### config.mk
export PLATFORM = sky130hd
export DESIGN_NAME = io_top
export DESIGN_NICKNAME = d
export VERILOG_FILES = /design/src/j4io_pkg.sv /design/src/io_access_ctrl.sv /design/src/io_timers.sv /design/src/gpio_port.sv /design/src/task_slots.sv /design/src/sample_ram.sv /design/src/io_top.sv
export SDC_FILE = /design/constraint.sdc
export NUM_CORES = 2
export LEC_CHECK = 0
export BUFFER_PORTS_ARGS = -buffer_cell sky130_fd_sc_hd__buf_2
export CORE_AREA = 2 2 558 560
export CTS_BUF_LIST = sky130_fd_sc_hd__clkbuf_2 sky130_fd_sc_hd__clkbuf_4 sky130_fd_sc_hd__clkbuf_8
export CTS_CLUSTER_DIAMETER = 150
export CTS_CLUSTER_SIZE = 30
export DETAILED_ROUTE_END_ITERATION = 12
export DIE_AREA = 0 0 560 562
export HOLD_SLACK_MARGIN = 0.08
export MAX_ROUTING_LAYER = met4
export PLACE_DENSITY = 0.81
export SYNTH_ARGS = -nofsm -noshare
export SYNTH_HDL_FRONTEND = slang
export SYNTH_MEMORY_MAX_BITS = 65536
export SYNTH_SLANG_ARGS = --single-unit
### constraint.sdc
create_clock -name clk -period 7.7 [get_ports clk]
set_input_delay 2.31 -clock clk [delete_from_list [all_inputs] [get_ports clk]]
set_output_delay 2.31 -clock clk [all_outputs]
set_load 0.1 [all_outputs]
### src/j4io_pkg.sv
package j4io_pkg;

  // word and address widths
  localparam int data_w    = 16;  // i/o word
  localparam int slot_w    = 2;   // four processor slots
  localparam int sel_w     = 16;  // one-hot register selects
  localparam int sample_aw = 8;   // 256-word sample memory
  localparam int addr_w    = 20;  // axi byte address, select in 17..2, slot in 19..18

  // one-hot register map, bit index into the select field
  localparam int reg_gpio       = 0;   // r: pins in, w: output latch
  localparam int reg_gpio_dir   = 1;   // r/w: direction, 1 drives the pin
  localparam int reg_task1      = 8;   // task word for slot 1
  localparam int reg_task2      = 9;
  localparam int reg_task3      = 10;
  localparam int reg_sample     = 11;  // sample memory data port
  localparam int reg_ctrl       = 13;  // pointer presets, status on read
  localparam int reg_task_fetch = 14;  // r: own task, w: kill request
  localparam int reg_ticks_mask = 15;  // r: wall clock, w: mask for next access

  // control word written to reg_ctrl
  localparam int ctrl_set_wr = 11;  // load the write pointer from bits 7..0
  localparam int ctrl_set_rd = 10;  // load the read pointer from bits 7..0

  // masks and read words share one type
  typedef logic [data_w-1:0] io_mask_t;

  // one registered access as seen by the data blocks
  typedef struct packed {
    logic              rd;     // one-cycle read strobe
    logic              wr;     // one-cycle write strobe
    logic [sel_w-1:0]  sel;    // one-hot register select
    logic [slot_w-1:0] slot;   // issuing slot
    logic [data_w-1:0] wdata;  // write payload
  } io_req_t;

endpackage

### src/io_access_ctrl.sv
`timescale 1ns/1ps

module io_access_ctrl import j4io_pkg::*; #(
  parameter int data_w = j4io_pkg::data_w
) (
  input  logic              clk,
  input  logic              resetq,
  // write address / data / response
  input  logic [addr_w-1:0] awaddr,
  input  logic              awvalid,
  output logic              awready,
  input  logic [data_w-1:0] wdata,
  input  logic              wvalid,
  output logic              wready,
  output logic [1:0]        bresp,
  output logic              bvalid,
  input  logic              bready,
  // read address / data
  input  logic [addr_w-1:0] araddr,
  input  logic              arvalid,
  output logic              arready,
  output logic [data_w-1:0] rdata,
  output logic [1:0]        rresp,
  output logic              rvalid,
  input  logic              rready,
  // read words back from the data blocks, already gated by their selects
  input  io_mask_t          gpio_rd,
  input  io_mask_t          task_rd,
  input  io_mask_t          tick_rd,
  input  io_mask_t          sample_rd,
  output io_mask_t          mask,     // current mask of the issuing slot
  output io_req_t           io_req
);

  typedef enum logic [1:0] {st_idle, st_access, st_respond} state_t;

  state_t            state;
  logic              is_rd;           // current access is a read
  logic              req_rd, req_wr;  // one-cycle strobes
  logic [sel_w-1:0]  req_sel;
  logic [slot_w-1:0] req_slot;
  logic [data_w-1:0] req_wdata;
  io_mask_t          mask_preset [4]; // one per slot
  io_mask_t          rd_acc;          // captured combinational read words
  io_mask_t          rd_mask;         // mask in force for that read
  logic              take_rd, take_wr;
  logic [addr_w-1:0] addr;

  assign awready = (state == st_idle) && !arvalid;  // a pending read goes first
  assign wready  = (state == st_idle) && !arvalid;
  assign arready = (state == st_idle);

  assign take_rd = (state == st_idle) && arvalid;               // read wins a tie
  assign take_wr = (state == st_idle) && !arvalid && awvalid && wvalid;
  assign addr    = arvalid ? araddr : awaddr;

  always_ff @(posedge clk) begin
    if (!resetq) begin
      state  <= st_idle;
      is_rd  <= 1'b0;
      req_rd <= 1'b0;
      req_wr <= 1'b0;
    end else begin
      req_rd <= take_rd;
      req_wr <= take_wr;
      case (state)
        st_idle: if (take_rd || take_wr) begin
          state <= st_access;
          is_rd <= take_rd;
        end
        st_access: state <= st_respond;  // data blocks act this cycle
        st_respond: if (is_rd ? rready : bready) state <= st_idle;
        default: state <= st_idle;
      endcase
    end
  end

  // access payload, only loaded when an access is taken
  always_ff @(posedge clk) begin
    if (take_rd || take_wr) begin
      req_sel   <= addr[sel_w+1:2];
      req_slot  <= addr[sel_w+slot_w+1:sel_w+2];
      req_wdata <= wdata;
    end
  end

  // a mask write arms the slot's mask, any other access restores all ones
  always_ff @(posedge clk) begin
    if (!resetq) begin
      for (int i = 0; i < 4; i++) mask_preset[i] <= '1;
    end else if (req_rd || req_wr) begin
      mask_preset[req_slot] <= (req_wr && req_sel[reg_ticks_mask]) ? req_wdata : '1;
    end
  end

  assign mask = mask_preset[req_slot];

  // sample word arrives a cycle late, so only the others are caught here
  always_ff @(posedge clk) begin
    if (req_rd) begin
      rd_acc  <= gpio_rd | task_rd | tick_rd;
      rd_mask <= mask;
    end
  end

  assign rdata  = (rd_acc | sample_rd) & rd_mask;
  assign rvalid = (state == st_respond) && is_rd;
  assign bvalid = (state == st_respond) && !is_rd;
  assign rresp  = 2'b00;  // always okay
  assign bresp  = 2'b00;

  assign io_req = '{rd: req_rd, wr: req_wr, sel: req_sel, slot: req_slot, wdata: req_wdata};

endmodule

### src/io_timers.sv
`timescale 1ns/1ps

module io_timers import j4io_pkg::*; #(
  parameter int data_w    = j4io_pkg::data_w,
  parameter int sample_aw = j4io_pkg::sample_aw
) (
  input  logic                 clk,
  input  logic                 resetq,
  input  io_req_t              io_req,
  output io_mask_t             tick_rd,
  output logic [sample_aw-1:0] sample_raddr,
  output logic [sample_aw-1:0] sample_waddr
);

  logic [data_w-1:0] ticks;  // wall clock, wraps
  logic              set_wr, set_rd, smp_wr, smp_rd;

  assign set_wr = io_req.wr && io_req.sel[reg_ctrl] && io_req.wdata[ctrl_set_wr];
  assign set_rd = io_req.wr && io_req.sel[reg_ctrl] && io_req.wdata[ctrl_set_rd];
  assign smp_wr = io_req.wr && io_req.sel[reg_sample];  // pointer steps after use
  assign smp_rd = io_req.rd && io_req.sel[reg_sample];

  always_ff @(posedge clk) begin
    if (!resetq) begin
      ticks        <= '0;
      sample_raddr <= '0;
      sample_waddr <= '0;
    end else begin
      ticks <= ticks + 1'b1;
      if (set_wr) sample_waddr <= io_req.wdata[sample_aw-1:0];  // preset wins
      else if (smp_wr) sample_waddr <= sample_waddr + 1'b1;
      if (set_rd) sample_raddr <= io_req.wdata[sample_aw-1:0];
      else if (smp_rd) sample_raddr <= sample_raddr + 1'b1;
    end
  end

  // msb of the status word tells a worker slot from slot 0
  assign tick_rd = (io_req.sel[reg_ticks_mask] ? ticks : '0) |
                   (io_req.sel[reg_ctrl] ? {(io_req.slot != '0), {(data_w-1){1'b0}}} : '0);

endmodule

### src/gpio_port.sv
`timescale 1ns/1ps

module gpio_port import j4io_pkg::*; #(
  parameter int data_w = j4io_pkg::data_w
) (
  input  logic              clk,
  input  logic              resetq,
  input  io_req_t           io_req,
  input  io_mask_t          mask,      // bits allowed to change
  input  logic [data_w-1:0] gpio_in,
  output logic [data_w-1:0] gpio_out,
  output logic [data_w-1:0] gpio_oe,   // 1 drives the pin
  output io_mask_t          gpio_rd
);

  logic [data_w-1:0] out_q;
  logic [data_w-1:0] dir_q;

  // keep unmasked bits, take masked bits from the write
  function automatic logic [data_w-1:0] merge(input logic [data_w-1:0] old_v,
                                              input logic [data_w-1:0] new_v,
                                              input logic [data_w-1:0] m);
    return (old_v & ~m) | (new_v & m);
  endfunction

  always_ff @(posedge clk) begin
    if (!resetq) begin
      out_q <= '0;
      dir_q <= '0;  // all pins start as inputs
    end else if (io_req.wr) begin
      if (io_req.sel[reg_gpio])
        out_q <= merge(out_q, io_req.wdata, mask);
      if (io_req.sel[reg_gpio_dir])
        dir_q <= merge(dir_q, io_req.wdata, mask);  // threads can share the port this way
    end
  end

  assign gpio_out = out_q;
  assign gpio_oe  = dir_q;

  // pins read back, not the latch
  assign gpio_rd = (io_req.sel[reg_gpio]     ? gpio_in : '0) |
                   (io_req.sel[reg_gpio_dir] ? dir_q   : '0);

endmodule

### src/task_slots.sv
`timescale 1ns/1ps

module task_slots import j4io_pkg::*; #(
  parameter int data_w = j4io_pkg::data_w
) (
  input  logic     clk,
  input  logic     resetq,
  input  io_req_t  io_req,
  output io_mask_t task_rd,
  output logic [3:0] kill_slot  // one-cycle reset request per slot
);

  logic [data_w-1:0] task_q [1:3];  // task xt for slots 1..3
  logic [data_w-1:0] fetch_w;       // word seen by the issuing slot
  logic              fetch;
  io_mask_t          list_rd;

  assign fetch = io_req.rd && io_req.sel[reg_task_fetch];

  always_ff @(posedge clk) begin
    if (!resetq) begin
      for (int i = 1; i <= 3; i++) task_q[i] <= '0;  // stops every worker
      kill_slot <= '0;
    end else begin
      kill_slot <= (io_req.wr && io_req.sel[reg_task_fetch]) ? io_req.wdata[3:0] : 4'b0;
      for (int i = 1; i <= 3; i++) begin
        if (io_req.wr && io_req.sel[reg_task1+i-1])
          task_q[i] <= io_req.wdata;       // any slot may assign any task
        else if (fetch && io_req.slot == i && task_q[i][0])
          task_q[i] <= '0;                 // run-once task, gone after one fetch
      end
    end
  end

  // valid xts are even, bit 0 only flags run-once
  always_comb begin
    case (io_req.slot)
      2'd1:    fetch_w = {task_q[1][data_w-1:1], 1'b0};
      2'd2:    fetch_w = {task_q[2][data_w-1:1], 1'b0};
      2'd3:    fetch_w = {task_q[3][data_w-1:1], 1'b0};
      default: fetch_w = '0;  // slot 0 never gets a task
    endcase
  end

  always_comb begin
    list_rd = '0;
    for (int i = 1; i <= 3; i++)
      if (io_req.sel[reg_task1+i-1]) list_rd = list_rd | task_q[i];
  end

  assign task_rd = list_rd | (io_req.sel[reg_task_fetch] ? fetch_w : '0);

endmodule

### src/sample_ram.sv
`timescale 1ns/1ps

module sample_ram import j4io_pkg::*; #(
  parameter int data_w    = j4io_pkg::data_w,
  parameter int sample_aw = j4io_pkg::sample_aw
) (
  input  logic                 clk,
  input  io_req_t              io_req,
  input  logic [sample_aw-1:0] sample_raddr,
  input  logic [sample_aw-1:0] sample_waddr,
  output io_mask_t             sample_rd
);

  logic [data_w-1:0] mem [2**sample_aw];

  always_ff @(posedge clk) begin
    if (io_req.wr && io_req.sel[reg_sample])
      mem[sample_waddr] <= io_req.wdata;  // pointer steps on the same edge
  end

  // word stays put until the next read, so a stalled response holds
  always_ff @(posedge clk) begin
    if (io_req.rd)
      sample_rd <= io_req.sel[reg_sample] ? mem[sample_raddr] : '0;
  end

endmodule

### src/io_top.sv
`timescale 1ns/1ps

module io_top import j4io_pkg::*; #(
  parameter int data_w    = j4io_pkg::data_w,
  parameter int sample_aw = j4io_pkg::sample_aw
) (
  input  logic              clk,
  input  logic              resetq,
  input  logic [addr_w-1:0] awaddr,
  input  logic              awvalid,
  output logic              awready,
  input  logic [data_w-1:0] wdata,
  input  logic              wvalid,
  output logic              wready,
  output logic [1:0]        bresp,
  output logic              bvalid,
  input  logic              bready,
  input  logic [addr_w-1:0] araddr,
  input  logic              arvalid,
  output logic              arready,
  output logic [data_w-1:0] rdata,
  output logic [1:0]        rresp,
  output logic              rvalid,
  input  logic              rready,
  output logic [data_w-1:0] gpio_out,
  output logic [data_w-1:0] gpio_oe,
  input  logic [data_w-1:0] gpio_in,
  output logic [3:0]        kill_slot
);

  io_req_t              io_req;
  io_mask_t             mask;
  io_mask_t             gpio_rd, task_rd, tick_rd, sample_rd;
  logic [sample_aw-1:0] sample_raddr, sample_waddr;

  io_access_ctrl #(.data_w(data_w)) ctrl_i (
    .clk, .resetq,
    .awaddr, .awvalid, .awready, .wdata, .wvalid, .wready,
    .bresp, .bvalid, .bready,
    .araddr, .arvalid, .arready, .rdata, .rresp, .rvalid, .rready,
    .gpio_rd, .task_rd, .tick_rd, .sample_rd,
    .mask, .io_req
  );

  gpio_port #(.data_w(data_w)) gpio_i (
    .clk, .resetq, .io_req, .mask, .gpio_in, .gpio_out, .gpio_oe, .gpio_rd
  );

  task_slots #(.data_w(data_w)) tasks_i (
    .clk, .resetq, .io_req, .task_rd, .kill_slot
  );

  io_timers #(.data_w(data_w), .sample_aw(sample_aw)) timers_i (
    .clk, .resetq, .io_req, .tick_rd, .sample_raddr, .sample_waddr
  );

  sample_ram #(.data_w(data_w), .sample_aw(sample_aw)) ram_i (
    .clk, .io_req, .sample_raddr, .sample_waddr, .sample_rd
  );

endmodule

# Yosys cells after proc, flatten, opt, wreduce, memory -nomap -nowiden
# Memories as Yosys holds them, arrays and structs flattened. A register that Yosys moved wholly into a read port is not among the register bits.
# Cells that the tools add are included.
[word_totals]
input_bits = 79
elab_cells = 143
mem_bits_rw = 4208
n_memories = 3
regBits = 139
[op_classes]
n_mux = 56
eq_ne = 7
n_bitwise = 21
addsub = 3
n_reduce_logical = 38
[memory_table]
columns = ["name", "words", "word_bits", "rd", "rd_ports_with_merged_regs", "wr", "line_no", "text"]
rows = [
  ["ram_i.mem", 256, 16, 1, 1, 1, "sample_ram.sv:14", "logic [data_w-1:0] mem [2**sample_aw];"],
  ["ctrl_i.mask_preset", 4, 16, 1, 1, 4, "io_access_ctrl.sv:43", "io_mask_t mask_preset [4];"],
  ["tasks_i.task_q", 3, 16, 3, 0, 3, "task_slots.sv:13", "logic [data_w-1:0] task_q [1:3];"],
]
[op_table]
columns = ["cell", "n"]
rows = [
  ["16-bit 2-to-1 mux", 16],
  ["16-bit bitwise OR", 10],
  ["16-bit bitwise AND", 4],
  ["16-bit one-hot mux with 3 select lines", 1],
  ["8-bit 2-to-1 mux", 4],
  ["1-bit 2-to-1 mux", 29],
  ["1-bit logical AND", 23],
  ["20-bit 2-to-1 mux", 1],
  ["16-bit by 1-bit adder with 16-bit output (second input constant)", 1],
  ["8-bit by 1-bit adder with 8-bit output (second input constant)", 2],
  ["16-bit NOT", 1],
  ["16-bit OR reduction", 1],
  ["2-bit AND reduction", 5],
  ["2-bit 2-to-1 mux", 4],
  ["2-bit equality test (second input constant)", 3],
  ["1-bit bitwise OR", 6],
  ["2-bit one-hot mux with 3 select lines", 1],
  ["2-bit nonzero test", 3],
  ["2-bit by 1-bit equality test with 1-bit output (second input constant)", 2],
  ["2-bit by 1-bit inequality test with 1-bit output (second input constant)", 2],
  ["1-bit logical NOT", 3],
  ["2-bit logical NOT", 1],
  ["1-bit logical OR", 2],
]

# Logic depth before layout (Yosys ltp)
# An unclocked memory read counts as a cell.
[logic_depth]
ltp_word = 9
ltp_mapped = 13
depth_no_buf = 6

# By module
# Synthesis repeated with hierarchy kept, for this count alone.
[hier_totals]
hier_cells = 8215
hier_area_um2 = 170029.3
[modules_own_cells]
columns = ["mod", "area_per_inst_um2", "seq_area_each_um2", "cells_per_inst", "instances"]
rows = [
  ["sample_ram", 158761.0, 123478.4, 7312, 1],
  ["io_access_ctrl", 5564.1, 4043.9, 332, 1],
  ["task_slots", 2512.4, 1521.5, 197, 1],
  ["io_timers", 1655.3, 640.6, 200, 1],
  ["gpio_port", 1536.5, 640.6, 174, 1],
]

# Worst setup path after synthesis
# Ideal clock, no wire load.
[synth_path]
path_type = "input port to output port"
startpoint = "input port arvalid"
endpoint = "output port wready"
path_stages = 4
arrival_ns = 5.372
required_ns = 5.390
path_slack_ns = 0.018
path_cell_list = "clkbuf_1 -> buf_1 -> nor3_1 -> buf_4"
[synth_between]
elab_chain_cells = 2
[synth_lines]
columns = ["element", "line_no", "text"]
rows = [
  ["from (decl)", "io_top.sv:19", "input logic arvalid,"],
  ["1-bit logical NOT", "n/a", ""],
  ["1-bit logical AND", "n/a", ""],
  ["to (decl)", "io_top.sv:14", "output logic wready,"],
]
# No other way between the ends.

# Final worst setup path
[layout_path]
startpoint = "input port arvalid"
endpoint = "output port awready"
[layout_between]
elab_chain_cells = 2
[layout_lines]
columns = ["element", "line_no", "text"]
rows = [
  ["1-bit logical NOT", "io_access_ctrl.sv:49", "assign awready = (state == st_idle) && !arvalid;"],
  ["1-bit logical AND", "io_access_ctrl.sv:49", ""],
  ["to (decl)", "io_top.sv:11", "output logic awready,"],
]
# No other way between the ends.

==> report_table.html <==
<table>
<tr><th>Metric</th><th>Value</th></tr>
<tr><th colspan="2">Floorplan</th></tr>
<tr><td>Die area</td><td>315,000 sq um</td></tr>
<tr><td>Placeable Area</td><td>308,000 sq um</td></tr>
<tr><td>Count of pins on the block boundary</td><td>between 100 and 150</td></tr>
<tr><td>Die Span X</td><td>about 560 um</td></tr>
<tr><td>Die boundary height</td><td>between 500 and 600 um</td></tr>
<tr><td>Rows</td><td>roughly 200</td></tr>
<tr><td>Initial Utilization</td><td>0.548</td></tr>
<tr><th colspan="2">Synthesis</th></tr>
<tr><td>Synthesis-stage register bit count</td><td>between 4,000 and 5,000</td></tr>
<tr><td>Top cells by area in the synthesized netlist</td><td>sky130_fd_sc_hd__edfxtp_1, sky130_fd_sc_hd__mux4_2, sky130_fd_sc_hd__mux2i_1, sky130_fd_sc_hd__dfxtp_1, sky130_fd_sc_hd__nand2_1</td></tr>
<tr><td>Register area share after synthesis</td><td>0.770</td></tr>
<tr><td>Yosys top cell by area</td><td>sky130_fd_sc_hd__edfxtp_1</td></tr>
<tr><td>Count of warnings emitted by yosys</td><td>0</td></tr>
<tr><td>Number of cells produced by synthesis</td><td>~8,000</td></tr>
<tr><td>Post-synth ARST share</td><td>0</td></tr>
<tr><td>Combined area of all synthesized cells</td><td>approximately 170,000 sq um</td></tr>
<tr><td>Share of the synthesized area in the top cell type</td><td>0.761</td></tr>
<tr><td>Leading cell types by count after synthesis</td><td>sky130_fd_sc_hd__edfxtp_1, sky130_fd_sc_hd__mux4_2, sky130_fd_sc_hd__mux2i_1, sky130_fd_sc_hd__nand2_1, sky130_fd_sc_hd__nor2_1</td></tr>
<tr><td>Synthesized area per cell</td><td>between 20 and 25 sq um</td></tr>
<tr><td>Number of synthesized flops with an enable pin</td><td>between 4,000 and 5,000</td></tr>
<tr><td>Number of distinct library cells after synthesis</td><td>74</td></tr>
<tr><td>Most common cell in the synthesized netlist</td><td>sky130_fd_sc_hd__edfxtp_1</td></tr>
<tr><td>Predominant post-synthesis flop cell</td><td>sky130_fd_sc_hd__edfxtp_1</td></tr>
<tr><th colspan="2">Clock network</th></tr>
<tr><td>Number of gates resized after cts</td><td>0</td></tr>
<tr><td>Clock sink count</td><td>~4,400</td></tr>
<tr><td>Worst-path clk slew</td><td>around 170 ps</td></tr>
<tr><td>Clk Latency, worst-skew pair</td><td>around 1100 ps</td></tr>
<tr><td>Postcts setup bufs</td><td>0</td></tr>
<tr><td>Clock Root Buffer</td><td>sky130_fd_sc_hd__clkbuf_8</td></tr>
<tr><td>Depth of the CTS H-tree</td><td>4</td></tr>
<tr><td>Number of buffers on the longest clock path</td><td>4</td></tr>
<tr><td>TritonCTS clock tree</td><td>built</td></tr>
<tr><td>Count of hold buffers inserted by post-cts repair</td><td>0</td></tr>
<tr><td>CTS Buf Count</td><td>around 170</td></tr>
<tr><th colspan="2">Outcome</th></tr>
<tr><td>Violations in the final reports</td><td>max-capacitance violations, max-slew violations</td></tr>
<tr><td>Status</td><td>complete, but fails checks</td></tr>
<tr><th colspan="2">Global routing</th></tr>
<tr><td>Remaining Overflow, GRT</td><td>0</td></tr>
<tr><td>Largest net degree at the start of global routing</td><td>between 200 and 250</td></tr>
<tr><td>Global-route wire length before repair</td><td>~610,000 um</td></tr>
<tr><td>Initial antenna violation count</td><td>22</td></tr>
<tr><td>Number of global-route vias before repair</td><td>82,900</td></tr>
<tr><td>Global-route usage over all layers</td><td>0.280</td></tr>
<tr><th colspan="2">STA</th></tr>
<tr><td>Relative slew slack</td><td>-0.0894</td></tr>
<tr><td>Final setup margin</td><td>~2200 ps</td></tr>
<tr><td>Maximum frequency from static timing analysis</td><td>around 0.18 GHz</td></tr>
<tr><td>Period utilisation layout</td><td>0.720</td></tr>
<tr><td>Total negative setup slack</td><td>0 ps</td></tr>
<tr><td>Final hold violation count</td><td>0</td></tr>
<tr><td>Setup skew after layout</td><td>about 99 ps</td></tr>
<tr><td>Setup repair after global routing missed its margin</td><td>false</td></tr>
<tr><td>Max Transition Viols Final</td><td>about 110</td></tr>
<tr><td>Setup-failing EPs final</td><td>0</td></tr>
<tr><td>Clock period minus worst slack</td><td>between 5000 and 6000 ps</td></tr>
<tr><td>Transition time of the tightest slew-check pin</td><td>about 1600 ps</td></tr>
<tr><th colspan="2">Cells and area</th></tr>
<tr><td>Sequential cell area</td><td>~130,000 sq um</td></tr>
<tr><td>Area taken by multi-input logic gates</td><td>roughly 36,000 sq um</td></tr>
<tr><td>Fraction of layout cells with a size suffix above 1</td><td>0.216</td></tr>
<tr><td>Final cell count without fillers</td><td>around 12,000</td></tr>
<tr><td>Nets@finish</td><td>between 8,000 and 9,000</td></tr>
<tr><td>Fillers</td><td>21,100</td></tr>
<tr><td>Final non-filler cell area</td><td>roughly 180,000 sq um</td></tr>
<tr><td>Area Growth Syn to Fin</td><td>5.61%</td></tr>
<tr><th colspan="2">Critical path</th></tr>
<tr><td>Worst reg2reg path startpoint</td><td>timers_i.sample_raddr[0]$_SDFFE_PN0P_</td></tr>
<tr><td>Minimum setup slack among reg-to-reg paths</td><td>about 2600 ps</td></tr>
<tr><td>Maximum fanout encountered on the critical timing path</td><td>16</td></tr>
<tr><td>Length in cells of the worst reg-to-reg path</td><td>8</td></tr>
<tr><td>Critical Path RT</td><td>5390 ps</td></tr>
<tr><td>Startpoint type of the worst setup path</td><td>primary input</td></tr>
<tr><td>Signal arrival time at the worst endpoint</td><td>roughly 3200 ps</td></tr>
<tr><td>Capture instance of the worst register-to-register path</td><td>ram_i.sample_rd[8]$_SDFFCE_PN0P_</td></tr>
<tr><td>Start-to-end type of the worst setup path</td><td>primary input to output pin</td></tr>
<tr><td>Endpoint class of the critical path</td><td>output pin</td></tr>
<tr><th colspan="2">Detailed routing</th></tr>
<tr><td>First DRT Iteration DRCs</td><td>15,600</td></tr>
<tr><td>Number of remaining DRC errors</td><td>0</td></tr>
<tr><td>Wire length per cell</td><td>roughly 35 um</td></tr>
<tr><td>Total length of routed wires</td><td>roughly 440,000 um</td></tr>
<tr><td>Post-route antenna net violation count</td><td>0</td></tr>
<tr><td>Total iterations of the first detailed-routing run</td><td>8</td></tr>
<tr><td>Via total after detailed routing</td><td>between 80,000 and 90,000</td></tr>
<tr><td>Detail-routed via count per cell</td><td>between 6 and 7</td></tr>
<tr><th colspan="2">Placed design</th></tr>
<tr><td>Cell Area, Placed</td><td>between 150,000 and 200,000 sq um</td></tr>
<tr><td>Setup WS pre-CTS</td><td>about 2100 ps</td></tr>
<tr><td>Final weighted congestion in routability-driven placement</td><td>between 0.9 and 1</td></tr>
<tr><td>Dpl cells</td><td>12,200</td></tr>
<tr><td>Post-DP HPWL</td><td>256,000 um</td></tr>
<tr><td># port buffers</td><td>117</td></tr>
<tr><th colspan="2">Run</th></tr>
<tr><td>Reported max-cap violation count</td><td>1</td></tr>
<tr><th colspan="2">Pwr</th></tr>
<tr><td>Power per Cell Area</td><td>about 210 nW/um^2</td></tr>
<tr><td>VDD IR-drop max</td><td>around 150 uV</td></tr>
<tr><td>Leakage power</td><td>53.2 nW</td></tr>
<tr><td>Overall power</td><td>around 37 mW</td></tr>
<tr><th colspan="2">Worst hold path</th></tr>
<tr><td>Path class of the lowest-slack min-delay path</td><td>flip-flop to flip-flop</td></tr>
<tr><td>Depth of the worst hold-timing path</td><td>2</td></tr>
</table>
==> state kept, by name, summed over array words and instances, names as in the netlist, named ones only <==
signal / cells
ctrl_i.rd_acc: 16
ram_i.mem: 4096
timers_i.ticks: 16
ctrl_i.req_slot: 2
ctrl_i.state: 2
ctrl_i.is_rd: 1
ram_i.sample_rd: 16
tasks_i.kill_slot: 4
ctrl_i.mask_preset: 64
ctrl_i.req_rd: 1
timers_i.sample_waddr: 8
timers_i.sample_raddr: 8
ctrl_i.rd_mask: 16
ctrl_i.req_wdata: 16
ctrl_i.req_sel: 9
ctrl_i.req_wr: 1
tasks_i.task_q: 48
==> power breakdown <==
group	internal, mW	switching, mW
logic	0.728	1.56
clock network	2.33	6.40
registers	26.3	0.0883
total	29.4	8.04
==> placed cells by master, fill, tap and decap left out, types with 25 or more instances in the layout <==
| master | n |
|---|---|
| sky130_fd_sc_hd__a211oi_1 | 39 |
| sky130_fd_sc_hd__a21boi_0 | 34 |
| sky130_fd_sc_hd__a21oi_1 | 117 |
| sky130_fd_sc_hd__a221oi_1 | 62 |
| sky130_fd_sc_hd__a22o_1 | 42 |
| sky130_fd_sc_hd__a22oi_1 | 143 |
| sky130_fd_sc_hd__a31oi_1 | 31 |
| sky130_fd_sc_hd__and2_1 | 84 |
| sky130_fd_sc_hd__buf_12 | 28 |
| sky130_fd_sc_hd__buf_2 | 117 |
| sky130_fd_sc_hd__buf_4 | 387 |
| sky130_fd_sc_hd__clkbuf_4 | 41 |
| sky130_fd_sc_hd__clkbuf_8 | 175 |
| sky130_fd_sc_hd__dfxtp_1 | 67 |
| sky130_fd_sc_hd__diode_2 | 27 |
| sky130_fd_sc_hd__edfxtp_1 | 4283 |
| sky130_fd_sc_hd__mux2_2 | 39 |
| sky130_fd_sc_hd__mux2i_1 | 417 |
| sky130_fd_sc_hd__mux4_2 | 946 |
| sky130_fd_sc_hd__nand2_1 | 333 |
| sky130_fd_sc_hd__nand3_1 | 99 |
| sky130_fd_sc_hd__nand4_1 | 25 |
| sky130_fd_sc_hd__nor2_1 | 302 |
| sky130_fd_sc_hd__o21ai_0 | 70 |
| sky130_fd_sc_hd__o221ai_1 | 45 |
| sky130_fd_sc_hd__o22ai_1 | 49 |
==> metrics by stage <==
step	hold slack, ps	util
CTS	497	0.579
floorplan	444	-
finish	500	0.579
global placement	465	0.570
detailed placement	477	0.570
global route	507	0.579
==> per-layer routing <==
metal  track usage  share of wire  up-vias
met5             -              0        -
met4         0.133          0.056        0
met3        0.0776           0.15     1024
met2         0.420           0.46     7218
met1         0.358           0.33    44300
li1              -              -    33500
==> worst max-delay path, stage by stage <==
cell and delay (ps):
sky130_fd_sc_hd__buf_2 220, sky130_fd_sc_hd__nor3_1 220, sky130_fd_sc_hd__buf_2 470
==> layout make-up <==
cell class                      instances  area share
Clock inverter                         10    0.000582
Inverter                               25    0.000603
Clock buffer                          216      0.0152
Multi-Input combinational cell       3170       0.203
Sequential cell                      4358       0.729
Antenna cell                           27    0.000378
Tap cell                             4120      0.0289
Timing Repair Buffer                  532      0.0227
==> how the worst max path moves through the flow <==
stage,from,to,slack [ps],cells after the start
2_1_floorplan,arvalid,wready,20,4
3_3_place_gp,arvalid,wready,2150,3
3_5_place_dp,arvalid,awready,2150,3
4_1_cts,arvalid,awready,2150,3
5_1_grt,arvalid,wready,2080,3
6_report,arvalid,awready,2160,3
==> cell families after synthesis <==
kind of cell             Yosys count  synth area share
adder cells (fa/ha/maj)            6          0.000444
AO/OA/AOI/OAI                    772            0.0331
AND/OR/NAND/NOR                  962            0.0253
buffers and inverters            521            0.0170
XOR/XNOR                          24           0.00124
flip-flops                      4358             0.770
multiplexers                    1402             0.153
other                              1         0.0000222
(Power assumes the default switching activity.)
